## config.mk

```make
export PLATFORM = sky130hd
export DESIGN_NAME = board_init_top
export DESIGN_NICKNAME = d
export VERILOG_FILES = /design/src/logic/board_init_pkg.sv /design/src/logic/por_gen.sv /design/src/logic/reset_chain.sv /design/src/logic/link_monitor.sv /design/src/logic/status_regs.sv /design/src/logic/board_init_top.sv
export SDC_FILE = /design/constraint.sdc
export NUM_CORES = 1
export LEC_CHECK = 0
export ABC_AREA = 1
export BUFFER_PORTS_ARGS = -buffer_cell sky130_fd_sc_hd__buf_2
export CAP_MARGIN = 30
export CORE_MARGIN = 8
export CORE_UTILIZATION = 30
export DETAILED_ROUTE_END_ITERATION = 12
export PLACE_DENSITY = 0.49
export SETUP_SLACK_MARGIN = 0.15
export SYNTH_ARGS = -nofsm -noshare
export SYNTH_HDL_FRONTEND = slang
export SYNTH_HIERARCHICAL = 1
export SYNTH_SLANG_ARGS = --single-unit
export TNS_END_PERCENT = 50
```

## constraint.sdc

```tcl
create_clock -name clk200 -period 1.4 [get_ports clk200]
set_input_delay 0.35 -clock clk200 [delete_from_list [all_inputs] [get_ports clk200]]
set_output_delay 0.35 -clock clk200 [all_outputs]
set_load 0.05 [all_outputs]
```

## src/logic/board_init_pkg.sv

```systemverilog
`default_nettype none

package board_init_pkg;

	// host register port
	typedef logic [3:0]  host_addr_t;	// register index
	typedef logic [31:0] host_word_t;	// register data

	typedef struct packed {
		logic       we;	// 1 = write, 0 = read
		host_addr_t addr;
		host_word_t wdata;	// ignored on reads
	} host_req_t;	// 37 bits

	// register map
	localparam host_addr_t ADDR_CHAIN   = 4'd0;	// error/done bits of the chain
	localparam host_addr_t ADDR_LINK    = 4'd1;	// link up + reconnect counts
	localparam host_addr_t ADDR_CTRL    = 4'd2;	// bit 0 restarts the chain
	localparam host_addr_t ADDR_SCRATCH = 4'd3;	// free r/w word

	// serial links on the board
	localparam int LINK_COUNT = 2;

	typedef logic [7:0] los_cnt_t;	// saturating reconnect count

	typedef struct packed {
		logic [LINK_COUNT-1:0]     link_up;	// one bit per link
		los_cnt_t [LINK_COUNT-1:0] reconnects;	// link 1 in the upper byte
	} link_status_t;	// 18 bits

	// reset chain sequencer
	typedef enum logic [2:0] {
		st_idle,	// nothing started yet
		st_hold,	// reset of current step held
		st_wait,	// waiting for done of current step
		st_done,	// all steps finished
		st_fail	// a step timed out
	} step_state_e;

	// host handshake
	typedef enum logic {
		ps_idle,	// waiting for req
		ps_ack	// ack high until req drops
	} port_state_e;

endpackage

`default_nettype wire

```

## src/logic/por_gen.sv

```systemverilog
`default_nettype none

module por_gen #(
	parameter int POR_LEN = 20	// cycles from reset release to pulse
) (
	input  wire  clk200,
	input  wire  arst_n,
	output logic por_pulse	// one cycle wide
);

	localparam int CW = $clog2(POR_LEN + 1);	// counter width

	logic [CW-1:0] cnt;	// cycles since release
	logic          por_r;	// terminal flag, sticky
	logic          por_d;	// delayed copy for edge detect

	always_ff @(posedge clk200 or negedge arst_n) begin
		if (!arst_n) begin
			cnt   <= '0;
			por_r <= 1'b0;
			por_d <= 1'b0;
		end else begin
			if (!por_r)
				cnt <= cnt + 1'b1;	// freezes once flag is up
			if (!por_r && cnt == CW'(POR_LEN - 1))
				por_r <= 1'b1;	// set on edge POR_LEN
			por_d <= por_r;
		end
	end

	assign por_pulse = por_r & ~por_d;	// rising edge of the flag

endmodule

`default_nettype wire

```

## src/logic/reset_chain.sv

```systemverilog
`default_nettype none

module reset_chain #(
	parameter int NSTEP        = 4,	// 1 to 16 steps
	parameter int RESET_LEN    = 10,	// hold cycles per step
	parameter int STEP_TIMEOUT = 200	// max wait cycles for done
) (
	input  wire              clk200,
	input  wire              arst_n,
	input  wire              por_pulse,	// power-on start
	input  wire              restart,	// host start
	input  wire  [NSTEP-1:0] done_in,	// async from peripherals
	output logic [NSTEP-1:0] reset_out,	// one step at a time
	output logic [NSTEP-1:0] step_done,
	output logic [NSTEP-1:0] step_error
);

	import board_init_pkg::*;

	localparam int IW      = (NSTEP > 1) ? $clog2(NSTEP) : 1;	// step index width
	localparam int CNT_MAX = (RESET_LEN > STEP_TIMEOUT) ? RESET_LEN : STEP_TIMEOUT;
	localparam int CW      = $clog2(CNT_MAX + 1);	// shared counter width

	step_state_e   state;
	logic [IW-1:0] idx;	// current step
	logic [CW-1:0] cnt;	// hold time or timeout by state
	logic [NSTEP-1:0] done_s1;	// sync stage 1
	logic [NSTEP-1:0] done_s2;	// sync stage 2
	logic start;

	assign start = por_pulse | restart;	// either pulse (re)starts

	// two-stage synchronizer on done
	always_ff @(posedge clk200 or negedge arst_n) begin
		if (!arst_n) begin
			done_s1 <= '0;
			done_s2 <= '0;
		end else begin
			done_s1 <= done_in;
			done_s2 <= done_s1;
		end
	end

	always_ff @(posedge clk200 or negedge arst_n) begin
		if (!arst_n) begin
			state      <= st_idle;
			idx        <= '0;
			cnt        <= '0;
			step_done  <= '0;
			step_error <= '0;
		end else if (start) begin
			state      <= st_hold;	// reset_out[0] from next cycle
			idx        <= '0;
			cnt        <= '0;
			step_done  <= '0;	// clear old results
			step_error <= '0;
		end else begin
			case (state)
				st_hold: begin
					if (cnt == CW'(RESET_LEN - 1)) begin
						state <= st_wait;	// RESET_LEN cycles held
						cnt   <= '0;
					end else begin
						cnt <= cnt + 1'b1;
					end
				end
				st_wait: begin
					if (done_s2[idx]) begin
						step_done[idx] <= 1'b1;
						cnt            <= '0;
						if (idx == IW'(NSTEP - 1)) begin
							state <= st_done;	// last step finished
						end else begin
							idx   <= idx + 1'b1;
							state <= st_hold;	// next reset on the following cycle
						end
					end else if (cnt == CW'(STEP_TIMEOUT - 1)) begin
						step_error[idx] <= 1'b1;
						state           <= st_fail;	// chain halts here
					end else begin
						cnt <= cnt + 1'b1;
					end
				end
				default: begin
					cnt <= '0;	// idle, done and fail wait for start
				end
			endcase
		end
	end

	// decode held reset from state and index
	always_comb begin
		reset_out = '0;
		if (state == st_hold)
			reset_out[idx] = 1'b1;
	end

	// only the step right after the finished ones may be held
	a_reset_next_step: assert property (@(posedge clk200) disable iff (!arst_n)
		reset_out == '0 || reset_out == NSTEP'(step_done + 1'b1));

	// a finished step never also reports a timeout
	a_done_xor_error: assert property (@(posedge clk200) disable iff (!arst_n)
		(step_done & step_error) == '0);

endmodule

`default_nettype wire

```

## src/logic/link_monitor.sv

```systemverilog
`default_nettype none

module link_monitor (
	input  wire                                clk200,
	input  wire                                arst_n,
	input  wire  [board_init_pkg::LINK_COUNT-1:0] los_in,	// async loss of signal
	output board_init_pkg::link_status_t       link_status
);

	import board_init_pkg::*;

	logic [LINK_COUNT-1:0]     los_s1;	// sync stage 1
	logic [LINK_COUNT-1:0]     los_s2;	// sync stage 2
	logic [LINK_COUNT-1:0]     los_q;	// previous synced los
	logic [LINK_COUNT-1:0]     link_up_q;	// third stage, inverted
	logic [LINK_COUNT-1:0]     reconn;	// los falling edge
	los_cnt_t [LINK_COUNT-1:0] rc_cnt;	// reconnects per link

	assign reconn = los_q & ~los_s2;	// signal came back

	always_ff @(posedge clk200 or negedge arst_n) begin
		if (!arst_n) begin
			los_s1    <= '0;
			los_s2    <= '0;
			los_q     <= '0;	// no edge counted out of reset
			link_up_q <= '0;
			rc_cnt    <= '0;
		end else begin
			los_s1    <= los_in;
			los_s2    <= los_s1;
			los_q     <= los_s2;
			link_up_q <= ~los_s2;	// three cycles behind los_in
			for (int i = 0; i < LINK_COUNT; i++) begin
				if (reconn[i] && rc_cnt[i] != '1)
					rc_cnt[i] <= rc_cnt[i] + 1'b1;	// sticks at 255
			end
		end
	end

	assign link_status.link_up    = link_up_q;
	assign link_status.reconnects = rc_cnt;

	// saturation holds across cycles, per link
	for (genvar g = 0; g < LINK_COUNT; g++) begin : g_sat_chk
		a_no_wrap: assert property (@(posedge clk200) disable iff (!arst_n)
			rc_cnt[g] == '1 |=> rc_cnt[g] != '0);
	end

endmodule

`default_nettype wire

```

## src/logic/status_regs.sv

```systemverilog
`default_nettype none

module status_regs #(
	parameter int NSTEP = 4	// width of the chain status
) (
	input  wire                          clk200,
	input  wire                          arst_n,
	input  wire                          host_req_valid,	// four-phase req
	input  board_init_pkg::host_req_t    host_req,
	output logic                         host_ack,
	output board_init_pkg::host_word_t   host_rdata,	// valid while ack high
	input  wire  [NSTEP-1:0]             step_done,
	input  wire  [NSTEP-1:0]             step_error,
	input  board_init_pkg::link_status_t link_status,
	output logic                         restart	// one-cycle pulse to chain
);

	import board_init_pkg::*;

	port_state_e state;
	logic        access;	// req seen in idle
	host_word_t  scratch;	// host scratch word
	host_word_t  rd_mux;	// read data of addressed reg
	host_word_t  rdata_q;	// held for the ack phase

	assign access = (state == ps_idle) && host_req_valid;

	// read side
	always_comb begin
		case (host_req.addr)
			ADDR_CHAIN:   rd_mux = {16'(step_error), 16'(step_done)};
			ADDR_LINK:    rd_mux = host_word_t'({link_status.link_up, link_status.reconnects});
			ADDR_SCRATCH: rd_mux = scratch;
			default:      rd_mux = '0;	// ctrl and unmapped read zero
		endcase
	end

	// handshake fsm, write side, restart strobe
	always_ff @(posedge clk200 or negedge arst_n) begin
		if (!arst_n) begin
			state   <= ps_idle;
			scratch <= '0;
			restart <= 1'b0;
		end else begin
			restart <= 1'b0;	// default low
			case (state)
				ps_idle: begin
					if (access) begin
						state <= ps_ack;	// ack from next cycle
						if (host_req.we && host_req.addr == ADDR_SCRATCH)
							scratch <= host_req.wdata;
						if (host_req.we && host_req.addr == ADDR_CTRL && host_req.wdata[0])
							restart <= 1'b1;
					end
				end
				ps_ack: begin
					if (!host_req_valid)
						state <= ps_idle;	// ack drops one cycle after req
				end
				default: state <= ps_idle;
			endcase
		end
	end

	// capture read data with the access
	always_ff @(posedge clk200) begin
		if (access)
			rdata_q <= rd_mux;
	end

	assign host_ack   = (state == ps_ack);
	assign host_rdata = rdata_q;

	// ack only answers a req seen the cycle before
	a_ack_needs_req: assert property (@(posedge clk200) disable iff (!arst_n)
		$rose(host_ack) |-> $past(host_req_valid));

	// restart is a single-cycle strobe
	a_restart_pulse: assert property (@(posedge clk200) disable iff (!arst_n)
		restart |=> !restart);

endmodule

`default_nettype wire

```

## src/logic/board_init_top.sv

```systemverilog
`default_nettype none

module board_init_top #(
	parameter int NSTEP        = 4,	// reset steps
	parameter int RESET_LEN    = 10,	// hold cycles per step
	parameter int STEP_TIMEOUT = 200,	// done wait limit
	parameter int POR_LEN      = 20	// power-on delay
) (
	input  wire                                   clk200,
	input  wire                                   arst_n,
	input  wire  [NSTEP-1:0]                      done_in,
	output logic [NSTEP-1:0]                      reset_out,
	input  wire  [board_init_pkg::LINK_COUNT-1:0] los_in,
	input  wire                                   host_req_valid,
	input  board_init_pkg::host_req_t             host_req,
	output logic                                  host_ack,
	output board_init_pkg::host_word_t            host_rdata
);

	import board_init_pkg::*;

	logic             por_pulse;	// power-on start
	logic             restart;	// host start
	logic [NSTEP-1:0] step_done;
	logic [NSTEP-1:0] step_error;
	link_status_t     link_status;

	por_gen #(
		.POR_LEN (POR_LEN)
	) i_por_gen (
		.clk200    (clk200),
		.arst_n    (arst_n),
		.por_pulse (por_pulse)
	);

	reset_chain #(
		.NSTEP        (NSTEP),
		.RESET_LEN    (RESET_LEN),
		.STEP_TIMEOUT (STEP_TIMEOUT)
	) i_reset_chain (
		.clk200     (clk200),
		.arst_n     (arst_n),
		.por_pulse  (por_pulse),
		.restart    (restart),
		.done_in    (done_in),
		.reset_out  (reset_out),
		.step_done  (step_done),
		.step_error (step_error)
	);

	link_monitor i_link_monitor (
		.clk200      (clk200),
		.arst_n      (arst_n),
		.los_in      (los_in),
		.link_status (link_status)
	);

	status_regs #(
		.NSTEP (NSTEP)
	) i_status_regs (
		.clk200         (clk200),
		.arst_n         (arst_n),
		.host_req_valid (host_req_valid),
		.host_req       (host_req),
		.host_ack       (host_ack),
		.host_rdata     (host_rdata),
		.step_done      (step_done),
		.step_error     (step_error),
		.link_status    (link_status),
		.restart        (restart)
	);

endmodule

`default_nettype wire

```

Word-level counts from Yosys, hierarchy flattened
Index checks and enable logic that the tools add are counted.
- bits of input ports: 46
- word-level logic and storage cells: 104
- register bits after elaboration: 126
- output and inout port bits: 37
- reductions and logical operators: 19
- bitwise gates (word level): 8
- $add $sub $neg: 5
- $lt $le $gt $ge: 2
- muxes and demuxes: 34
- equal/unequal tests: 16
- operators by type and width (cell ; count):
    $pmux 32 s3 ; 1
    $mux 4 ; 8
    $mux 8 ; 4
    $add 8x1->8 const B ; 3
    $ne 8x8->1 const B ; 2
    $pmux 8 s2 ; 1
    $mux 3 ; 4
    $reduce_and 3->1 ; 4
    $mux 2 ; 5
    $eq 4x2->1 const B ; 2
    $eq 8x4->1 const B ; 1
    $eq 8x8->1 const B ; 1
    $logic_and 1x1->1 ; 8
    $or 4x4->4 ; 2
    $mux 1 ; 7
    $pmux 3 s2 ; 1
    $reduce_bool 2->1 ; 3
    $add 5x1->5 const B ; 1
    $eq 5x5->1 const B ; 1
    $eq 4x1->1 const B ; 1
    $logic_not 4->1 ; 1
    $ne 2x1->1 const B ; 2
    $ne 4x1->1 const B ; 1
    $ne 4x2->1 const B ; 1
    other kinds (18) ; 19

Logic depth before layout (Yosys ltp)
Gate-level depths: netlist of run 1.
- depth after elaboration: 9
- depth in mapped cells: 9
- gate-level depth less buffers: 9

Cells and area by module
Netlist of run 1, hierarchy kept.
- modules (own cells, without submodules) (module ; area each (um^2) ; seq. area each (um^2) ; times used ; cells an instance):
    status_regs ; 2844.0 ; 1811.7 ; 1 ; 289
    reset_chain ; 1549.0 ; 725.7 ; 1 ; 179
    link_monitor ; 1147.4 ; 600.6 ; 1 ; 142
    por_gen ; 305.3 ; 175.2 ; 1 ; 35

Worst setup path after synthesis of run 1
OpenSTA, ideal clock, no wires.
- path kind: register to register
- start: register i_status_regs.state, in the netlist i_status_regs/host_ack
- end: register i_status_regs.rdata_q[0], in the netlist i_status_regs/host_rdata[0], enable pin
- period minus slack after synthesis: 1.784 ns
- data required time: 1.013 ns
- setup time: 0.387 ns
- buffers on the path: 0
- cell stages (with the launch flop): 4
- path slack: -0.384 ns
- data arrival time: 1.398 ns
- path through: dfrtp_1 inv_1 nand2_1 inv_1
- cells in the longest elaborated chain, start to end: 2
- RTL lines (element ; line ; text):
    start, declared ; status_regs.sv:20 ; port_state_e state;
    start signal, assigned ; status_regs.sv:41 ; state <= ps_idle;
    start signal, assigned ; status_regs.sv:49 ; state <= ps_ack;
    start signal, assigned ; status_regs.sv:58 ; state <= ps_idle;
    $not 1->1 (no line) ; - ;
    $logic_and 1x1->1 ; status_regs.sv:26 ; assign access = (state == ps_idle) && host_req_valid;
    net i_status_regs.access ; status_regs.sv:21 ; logic access;
    end signal, assigned ; status_regs.sv:68 ; rdata_q <= rd_mux;
    end, declared ; status_regs.sv:24 ; host_word_t rdata_q;
The timed path passes the listed nets, and every way through them passes these cells.
A chain may end at the register's enable or synchronous reset.

Worst setup path in the final report of run 1
- start: register i_reset_chain.idx[0]
- end: output port reset_out[0]
- cells in the longest elaborated chain, start to end: 5
- elaborated cells on any way between the ends: 6
- classes of those cells: order compare (2); mux (3); reduce/logical (1)
- RTL lines (element ; line ; text):
    start, declared ; reset_chain.sv:25 ; logic [IW-1:0] idx;
    start signal, assigned ; reset_chain.sv:74 ; idx <= idx + 1'b1;
    $lt 2x3->1 (not written as such) / $ge 2x1->1 (equally long branches) ; reset_chain.sv:95 ; reset_out[idx] = 1'b1;
    $logic_and 1x1->1 (not written as such) ; reset_chain.sv:95 ;
    $mux 1 (not written as such) ; reset_chain.sv:95 ;
    $demux 1 s2 * ; - ;
    $mux 4 * ; reset_chain.sv:94 ; if (state == st_hold)
    end, declared ; board_init_top.sv:12 ; output logic [NSTEP-1:0] reset_out,
Mark *: on every way between the ends. The rest lies on a longest branch, timed or not.

==> results of run 1 <==
[power by group]
group | internal [uW] | switching, uW
clock network | 2780 | 1570
logic | 1750 | 2150
registers | 4210 | 440
total | 8740 | 4160
[worst max-delay path, cell delays in order (launching register included)]
cell     delay [ns]
dfrtp_2        0.45
inv_4          0.11
ha_4           0.14
inv_2          0.04
nor2_4         0.09
buf_8          0.15
[area by class of cell]
cell class,instances,area (sq um)
fillers,1896,10840
flip-flops and latches,126,3318
multi-input cells,432,2551
repair buffers,150,1356
clock buffers,20,436.7
well taps,265,331.6
inverters,71,287.8
clock inverters,12,145.1
[registers in the layout (all words and copies together), names as in the netlist]
register and count:
i_link_monitor/link_up_q 2, i_por_gen/por_r 1, i_link_monitor/los_q 2, i_status_regs/restart 1, i_reset_chain/idx 2, i_status_regs/host_ack 1, i_reset_chain/done_s1 4, i_status_regs/scratch 32
i_por_gen/por_d 1, i_por_gen/cnt 5, i_link_monitor/los_s2 2, i_link_monitor/link_status 16, i_reset_chain/done_s2 4, i_reset_chain/step_error 4, i_status_regs/host_rdata 32, i_link_monitor/los_s1 2
i_reset_chain/state 3, i_reset_chain/cnt 8, i_reset_chain/step_done 4
[worst min-delay path by stage]
| stage | startpoint | to | slack (ns) | cells after the start |
|---|---|---|---|---|
| after CTS | done_in[3] | i_reset_chain/done_s1[3] | 0.02 | 1 |
| after floorplan | arst_n | i_link_monitor/link_status[0] | 0.05 | 0 |
| after global placement | arst_n | i_status_regs/scratch[8] | 0.17 | 1 |
| after detailed placement | arst_n | i_status_regs/scratch[10] | 0.17 | 1 |
| after global routing | done_in[2] | i_reset_chain/done_s1[2] | 0.02 | 1 |
| final | done_in[0] | i_reset_chain/done_s1[0] | 0.04 | 1 |
[synthesized netlist by cell type, drive strengths merged]
library cell  count
or2               1
buf              14
inv              71
o21ai            18
a21oi             4
xnor2             5
nand3b            2
xor2              5
nor3              3
nor3b             1
edfxtp           32
nand3            90
clkbuf            3
nand2           219
ha                9
nand4            12
o31ai             1
nor2             59
o21bai            2
dfrtp            94
[layer usage]
layer,GRT usage,vias to the layer above
met3,0.03241,23
met1,0.1516,2314
met2,0.2161,91
met4,0.05083,0
li1,-,2364
met5,0,-
[per-stage QoR]
stage               TNS (ns)  utilization
finish                -3.682       0.4373
global route          -5.179       0.4373
CTS                   -1.752       0.4203
detailed placement    -4.250       0.3610
global placement      -3.625       0.3610
floorplan             -2.967            -
[repair_timing]
action | in CTS | in global routing
pin swaps | 21 | 34
buffers inserted | 15 | 10
hold buffers | 1 | 0
endpoints found under the hold margin | 40 | 0
gates cloned | 1 | 0
gates resized for setup | 123 | 57
setup endpoints to repair | 65 | 119
[cells by family (layout without fill, tap and decap cells)]
| logic type | count (synthesis) | count (layout) | synth area share |
|---|---|---|---|
| DFF | 126 | 126 | 0.5668 |
| adders and majority gates | 9 | 9 | 0.01926 |
| AOI/OAI and AO/OA | 25 | 25 | 0.02397 |
| xor gates and xnor gates | 10 | 10 | 0.01498 |
| buffers and inverters | 88 | 253 | 0.07235 |
| and+or+nand+nor | 387 | 388 | 0.3027 |
==> results by group, run 1 <==
Worst setup path
  • Required time worst endpoint: 1.05 ns
  • Slack of the worst reg-to-reg path: -0.21 ns
  • Setup crit end: reset_out[0]
  • Start point of the critical path: i_reset_chain/idx[0]
  • Worst Setup Start Kind: register
  • Crit. End Element: output port
  • Reg-to-Reg End: i_reset_chain/cnt[7]
  • R2r worst-path depth: 10
  • Worst setup path class: reg2out
  • CP Max Fanout: 4
  • CP arrival: 1.40 ns
  • Worst reg2reg path startpoint: i_reset_chain/idx[0]

Timing
  • Final hold slack: 0.04454 ns
  • Final hold violations: 0
  • Max Fclk: 571.4 MHz
  • RSZ-0062 raised after global routing: true
  • Worst slew pin tran: 0.4945 ns
  • Tmin final: 1.750 ns
  • Period utilization: 1.250
  • Final-report max-slew violation count: 0
  • Slew margin rel.: 0.6696
  • Setup violation total in the final timing report: 24
  • Worst Skew: 0.009015 ns
  • Final WS setup: -0.3502 ns

Drt
  • DRT Pass-1 Iters: 4
  • Met2 Wirelength: 7755 microns
  • Vias per cell: 4.454
  • Met1 WL: 6380 microns
  • DRT Wirelength: 15,130 microns
  • Via count: 4,792
  • ANT nets after route: 0
  • Routed length per placed instance: 14.06 microns
  • Final routed DRC violation total: 0
  • WL met3: 706 microns
  • DR iter-0 viols: 213
  • Uppermost layer routed: met4

Clock network
  • Clk Latency, worst-skew pair: 0.41 ns
  • CTS tree: built
  • Clock sinks: 126
  • CTS clk-pin slew, worst paths: 0.06 ns
  • Number of CTS-inserted buffers: 17
  • Max clock buf depth: 2
  • Root Buffer: clkbuf_16
  • H-tree levels: 4

Die
  • Die X: 155.6 microns
  • Die Span Y: 155.6 microns
  • DIE AREA: 24,210 sq um
  • Initial Util: 0.3033
  • Core area: 19,270 sq um
  • Num ports: 83
  • Site Rows: 51

Final layout
  • Most frequent cells in the layout: 189 x nand2_1, 90 x dfrtp_1, 75 x nand3_1, 50 x inv_1, 48 x buf_6
  • Nets@finish: 853
  • Most common cell after layout, fill and taps aside: nand2_1
  • Finished Layout Cells: 1,076
  • Antenna Cells: 0
  • Final Cell Area: 8427 sq um
  • Layout cells sized above 1: 0.3625
  • Syn-to-layout area delta: 44.16%

Synth
  • Synthesized area: 5846 sq um
  • Largest cells by area after synthesis: dfrtp_1 40%, edfxtp_1 16%, nand2_1 13%, nand3_1 7.4%, inv_1 3.9%
  • Syn_area_per_cell: 9.063 sq um
  • Cell variety after synth: 33
  • Syn Nets: 700
  • Post-Synthesis Cells: 645
  • Synth warnings: 6
  • Post-synth top area cell: dfrtp_1
  • Synthesized flop and latch total: 126
  • Post-synthesis sequential area ratio: 0.5668
  • Yosys top cell area share: 0.4024

Power and ir drop
  • Peak supply drop: 0.0008670 V
  • Pwr per Cell Area: 1531 nW/um^2
  • Leak pwr: 0.003899 uW
  • Power consumption: 12,900 uW

Placement
  • Dpl cell area: 6957 sq um
  • Post-DP HPWL: 10,630 microns
  • Placed Instances: 1,017
  • Port Buffers: 82
  • GP Congestion: 0.7590
  • DP Worst Slack: -0.1811 ns

Global routing
  • Overall routing resource usage: 0.1273
  • Initial antenna violation count: 0
  • Vias in the first global route: 4,954
  • Largest net degree at the start of global routing: 58
  • First-pass GRT wire length: 24,350 microns
  • GRT Residual Overflow: 0

Worst hold path
  • HP Class: in2reg

Run status
  • Failing checks: negative setup slack
  • Status: finished, violations left

Flow run
  • Max cap viols: 0
No activity file was read; power rests on OpenSTA's default activity.
==> run 2, diff against run 1 <==
--- a/config.mk
+++ b/config.mk
@@ -11,6 +11,7 @@
 export CORE_MARGIN = 8
 export CORE_UTILIZATION = 30
 export DETAILED_ROUTE_END_ITERATION = 12
+export MAX_ROUTING_LAYER = met4
 export PLACE_DENSITY = 0.49
 export SETUP_SLACK_MARGIN = 0.15
 export SYNTH_ARGS = -nofsm -noshare
==> run 2 against run 1 <==
  * The run still ends with negative setup slack left
  * Critical path depth unchanged
  * First-iteration DRC count up 2.3%
  * Global-route usage rose by 0.34 points
  * Largest power group unchanged
  * Via count fell by 0.61%
  * Critical path type unchanged
  * Core utilization unchanged
==> results by group, run 2 (synthesis gave the netlist of run 1 again) <==
Global routing
  • GRT Residual Overflow: 0 (unchanged)
  • First-pass GRT wire length: 24,330 microns (about the same)
  • Initial antenna violation count: 0 (unchanged)
  • Vias in the first global route: 4,947 (-0.14%)
  • Overall routing resource usage: 0.1307 (+0.003421)
  • Largest net degree at the start of global routing: 58 (unchanged)

Die
  • Initial Util: 0.3033 (unchanged)
  • Site Rows: 51 (unchanged)
  • Die X: 155.6 microns (unchanged)
  • Die Span Y: 155.6 microns (unchanged)
  • Num ports: 83 (unchanged)
  • DIE AREA: 24,210 sq um (unchanged)
  • Core area: 19,270 sq um (unchanged)

Clock network
  • Max clock buf depth: 2 (unchanged)
  • Clock sinks: 126 (unchanged)
  • Root Buffer: clkbuf_16
  • Number of CTS-inserted buffers: 17 (unchanged)
  • Clk Latency, worst-skew pair: 0.42 ns (about the same)
  • CTS clk-pin slew, worst paths: 0.05 ns (about the same)
  • H-tree levels: 4 (unchanged)
  • CTS tree: built

Power and ir drop
  • Peak supply drop: 0.0008679 V (+0.11%)
  • Leak pwr: 0.003899 uW (unchanged)
  • Power consumption: 12,900 uW (about the same)
  • Pwr per Cell Area: 1531 nW/um^2 (about the same)

Timing
  • Worst Skew: 0.01442 ns (+0.005410 ns)
  • RSZ-0062 raised after global routing: true
  • Setup TNS: -3.663 ns (+0.01904 ns)
  • Slew margin rel.: 0.6678 (-0.001714)
  • Final hold violations: 0 (unchanged)
  • Setup violation total in the final timing report: 24 (unchanged)
  • Tmin final: 1.750 ns (-0.0003520 ns)
  • Max Fclk: 571.5 MHz (about the same)
  • Final WS setup: -0.3498 ns (+0.0003520 ns)
  • Worst slew pin tran: 0.4970 ns (+0.002566 ns)
  • Period utilization: 1.250 (about the same)
  • Final-report max-slew violation count: 0 (unchanged)

Worst setup path
  • CP arrival: 1.40 ns (about the same)
  • CP Max Fanout: 4 (unchanged)
  • Worst setup path class: reg2out
  • Required time worst endpoint: 1.05 ns (about the same)
  • Crit. End Element: output port
  • Worst Setup Start Kind: register

Final layout
  • Fin util: 0.4373 (unchanged)
  • Antenna Cells: 0 (unchanged)
  • Syn-to-layout area delta: 44.16% (unchanged)
  • Nets@finish: 853 (unchanged)
  • Most common cell after layout, fill and taps aside: nand2_1
  • Finished Layout Cells: 1,076 (unchanged)
  • Most frequent cells in the layout: 189 x nand2_1, 90 x dfrtp_1, 75 x nand3_1, 50 x inv_1, 48 x buf_6
  • Layout cells sized above 1: 0.3625 (unchanged)

Drt
  • Met2 Wirelength: 7746 microns (-0.12%)
  • DRT Wirelength: 15,120 microns (about the same)
  • DR iter-0 viols: 218 (+2.3%)
  • ANT nets after route: 0 (unchanged)
  • DRT Pass-1 Iters: 4 (unchanged)
  • Uppermost layer routed: met4
  • Met1 WL: 6552 microns (+2.7%)
  • Via count: 4,763 (-0.61%)
  • Routed length per placed instance: 14.06 microns (about the same)
  • Vias per cell: 4.427 (-0.61%)
  • WL met3: 569 microns (-19%)
  • Final routed DRC violation total: 0 (unchanged)

Placement
  • Port Buffers: 82 (unchanged)
  • GP Congestion: 0.7690 (+1.3%)
  • Post-DP HPWL: 10,630 microns (unchanged)
  • DP Worst Slack: -0.1811 ns (unchanged)
  • Placed Instances: 1,017 (unchanged)

Worst hold path
  • HP Class: in2reg

Run status
  • Status: finished, violations left
  • Failing checks: negative setup slack

Flow run
  • Max cap viols: 0 (unchanged)
[run 2: cell counts in the layout (fill, tap and decap cells not counted)]
Identical to the previous run, type by type.
[run 2: timing repair]
item,in CTS,in global routing
endpoints found under the hold margin,40,0
pin swaps,21,34
setup endpoints to repair,65,119
setup buffers,15,10
cloned,1,0
hold buffers,1,0
resized for setup,123,57
[run 2: routing by layer]
metal / vias up / track usage
met5: - / -
met4: 0 / 0.05222
met3: 20 / 0.02909
met2: 76 / 0.2161
met1: 2300 / 0.1527
li1: 2367 / -
[run 2: cell type report]
class                      count  area (sq um)
fill                        1896         10840
sequential                   126          3318
multi-input combinational    432          2551
timing repair buffer         150          1356
clock buffer                  20         436.7
tap                          265         331.6
inverter                      71         287.8
clock inverter                12         145.1
[run 2: critical path: stages (launching register included)]
cell	delay, ns
dfrtp_2	0.45
inv_4	0.11
ha_4	0.14
inv_2	0.04
nor2_4	0.09
buf_8	0.15
[run 2: path summary, 6_finish.rpt]
| path | slack, ns | cells after the start | from | end |
|---|---|---|---|---|
| min reg2reg | 0.35 | 0 | i_reset_chain/done_s1[0] | i_reset_chain/done_s2[0] |
| max reg2reg | -0.21 | 10 | i_reset_chain/idx[0] | i_reset_chain/cnt[7] |
| max | -0.35 | 5 | i_reset_chain/idx[0] | reset_out[0] |
| min | 0.05 | 1 | done_in[0] | i_reset_chain/done_s1[0] |
| max in group asynchronous | 0.54 | 3 | arst_n | i_reset_chain/idx[0] |
| min in group asynchronous | 0.31 | 2 | arst_n | i_status_regs/scratch[10] |
[run 2: where the power goes]
part	switching, uW	leakage (uW)	total [uW]	internal, uW
Clock	1570	0.000267	4350	2780
Combinational	2150	0.00212	3900	1750
Sequential	441	0.00151	4650	4210
Total	4160	0.00390	12900	8740
[run 2: per-stage QoR]
| step | cell area (sq um) | hold WS [ns] |
|---|---|---|
| after floorplan | 5951 | 0.05441 |
| after global placement | 6957 | 0.1690 |
| after detailed placement | 6957 | 0.1694 |
| after CTS | 8099 | 0.02259 |
| after global routing | 8427 | 0.02120 |
| final | 8427 | 0.04529 |
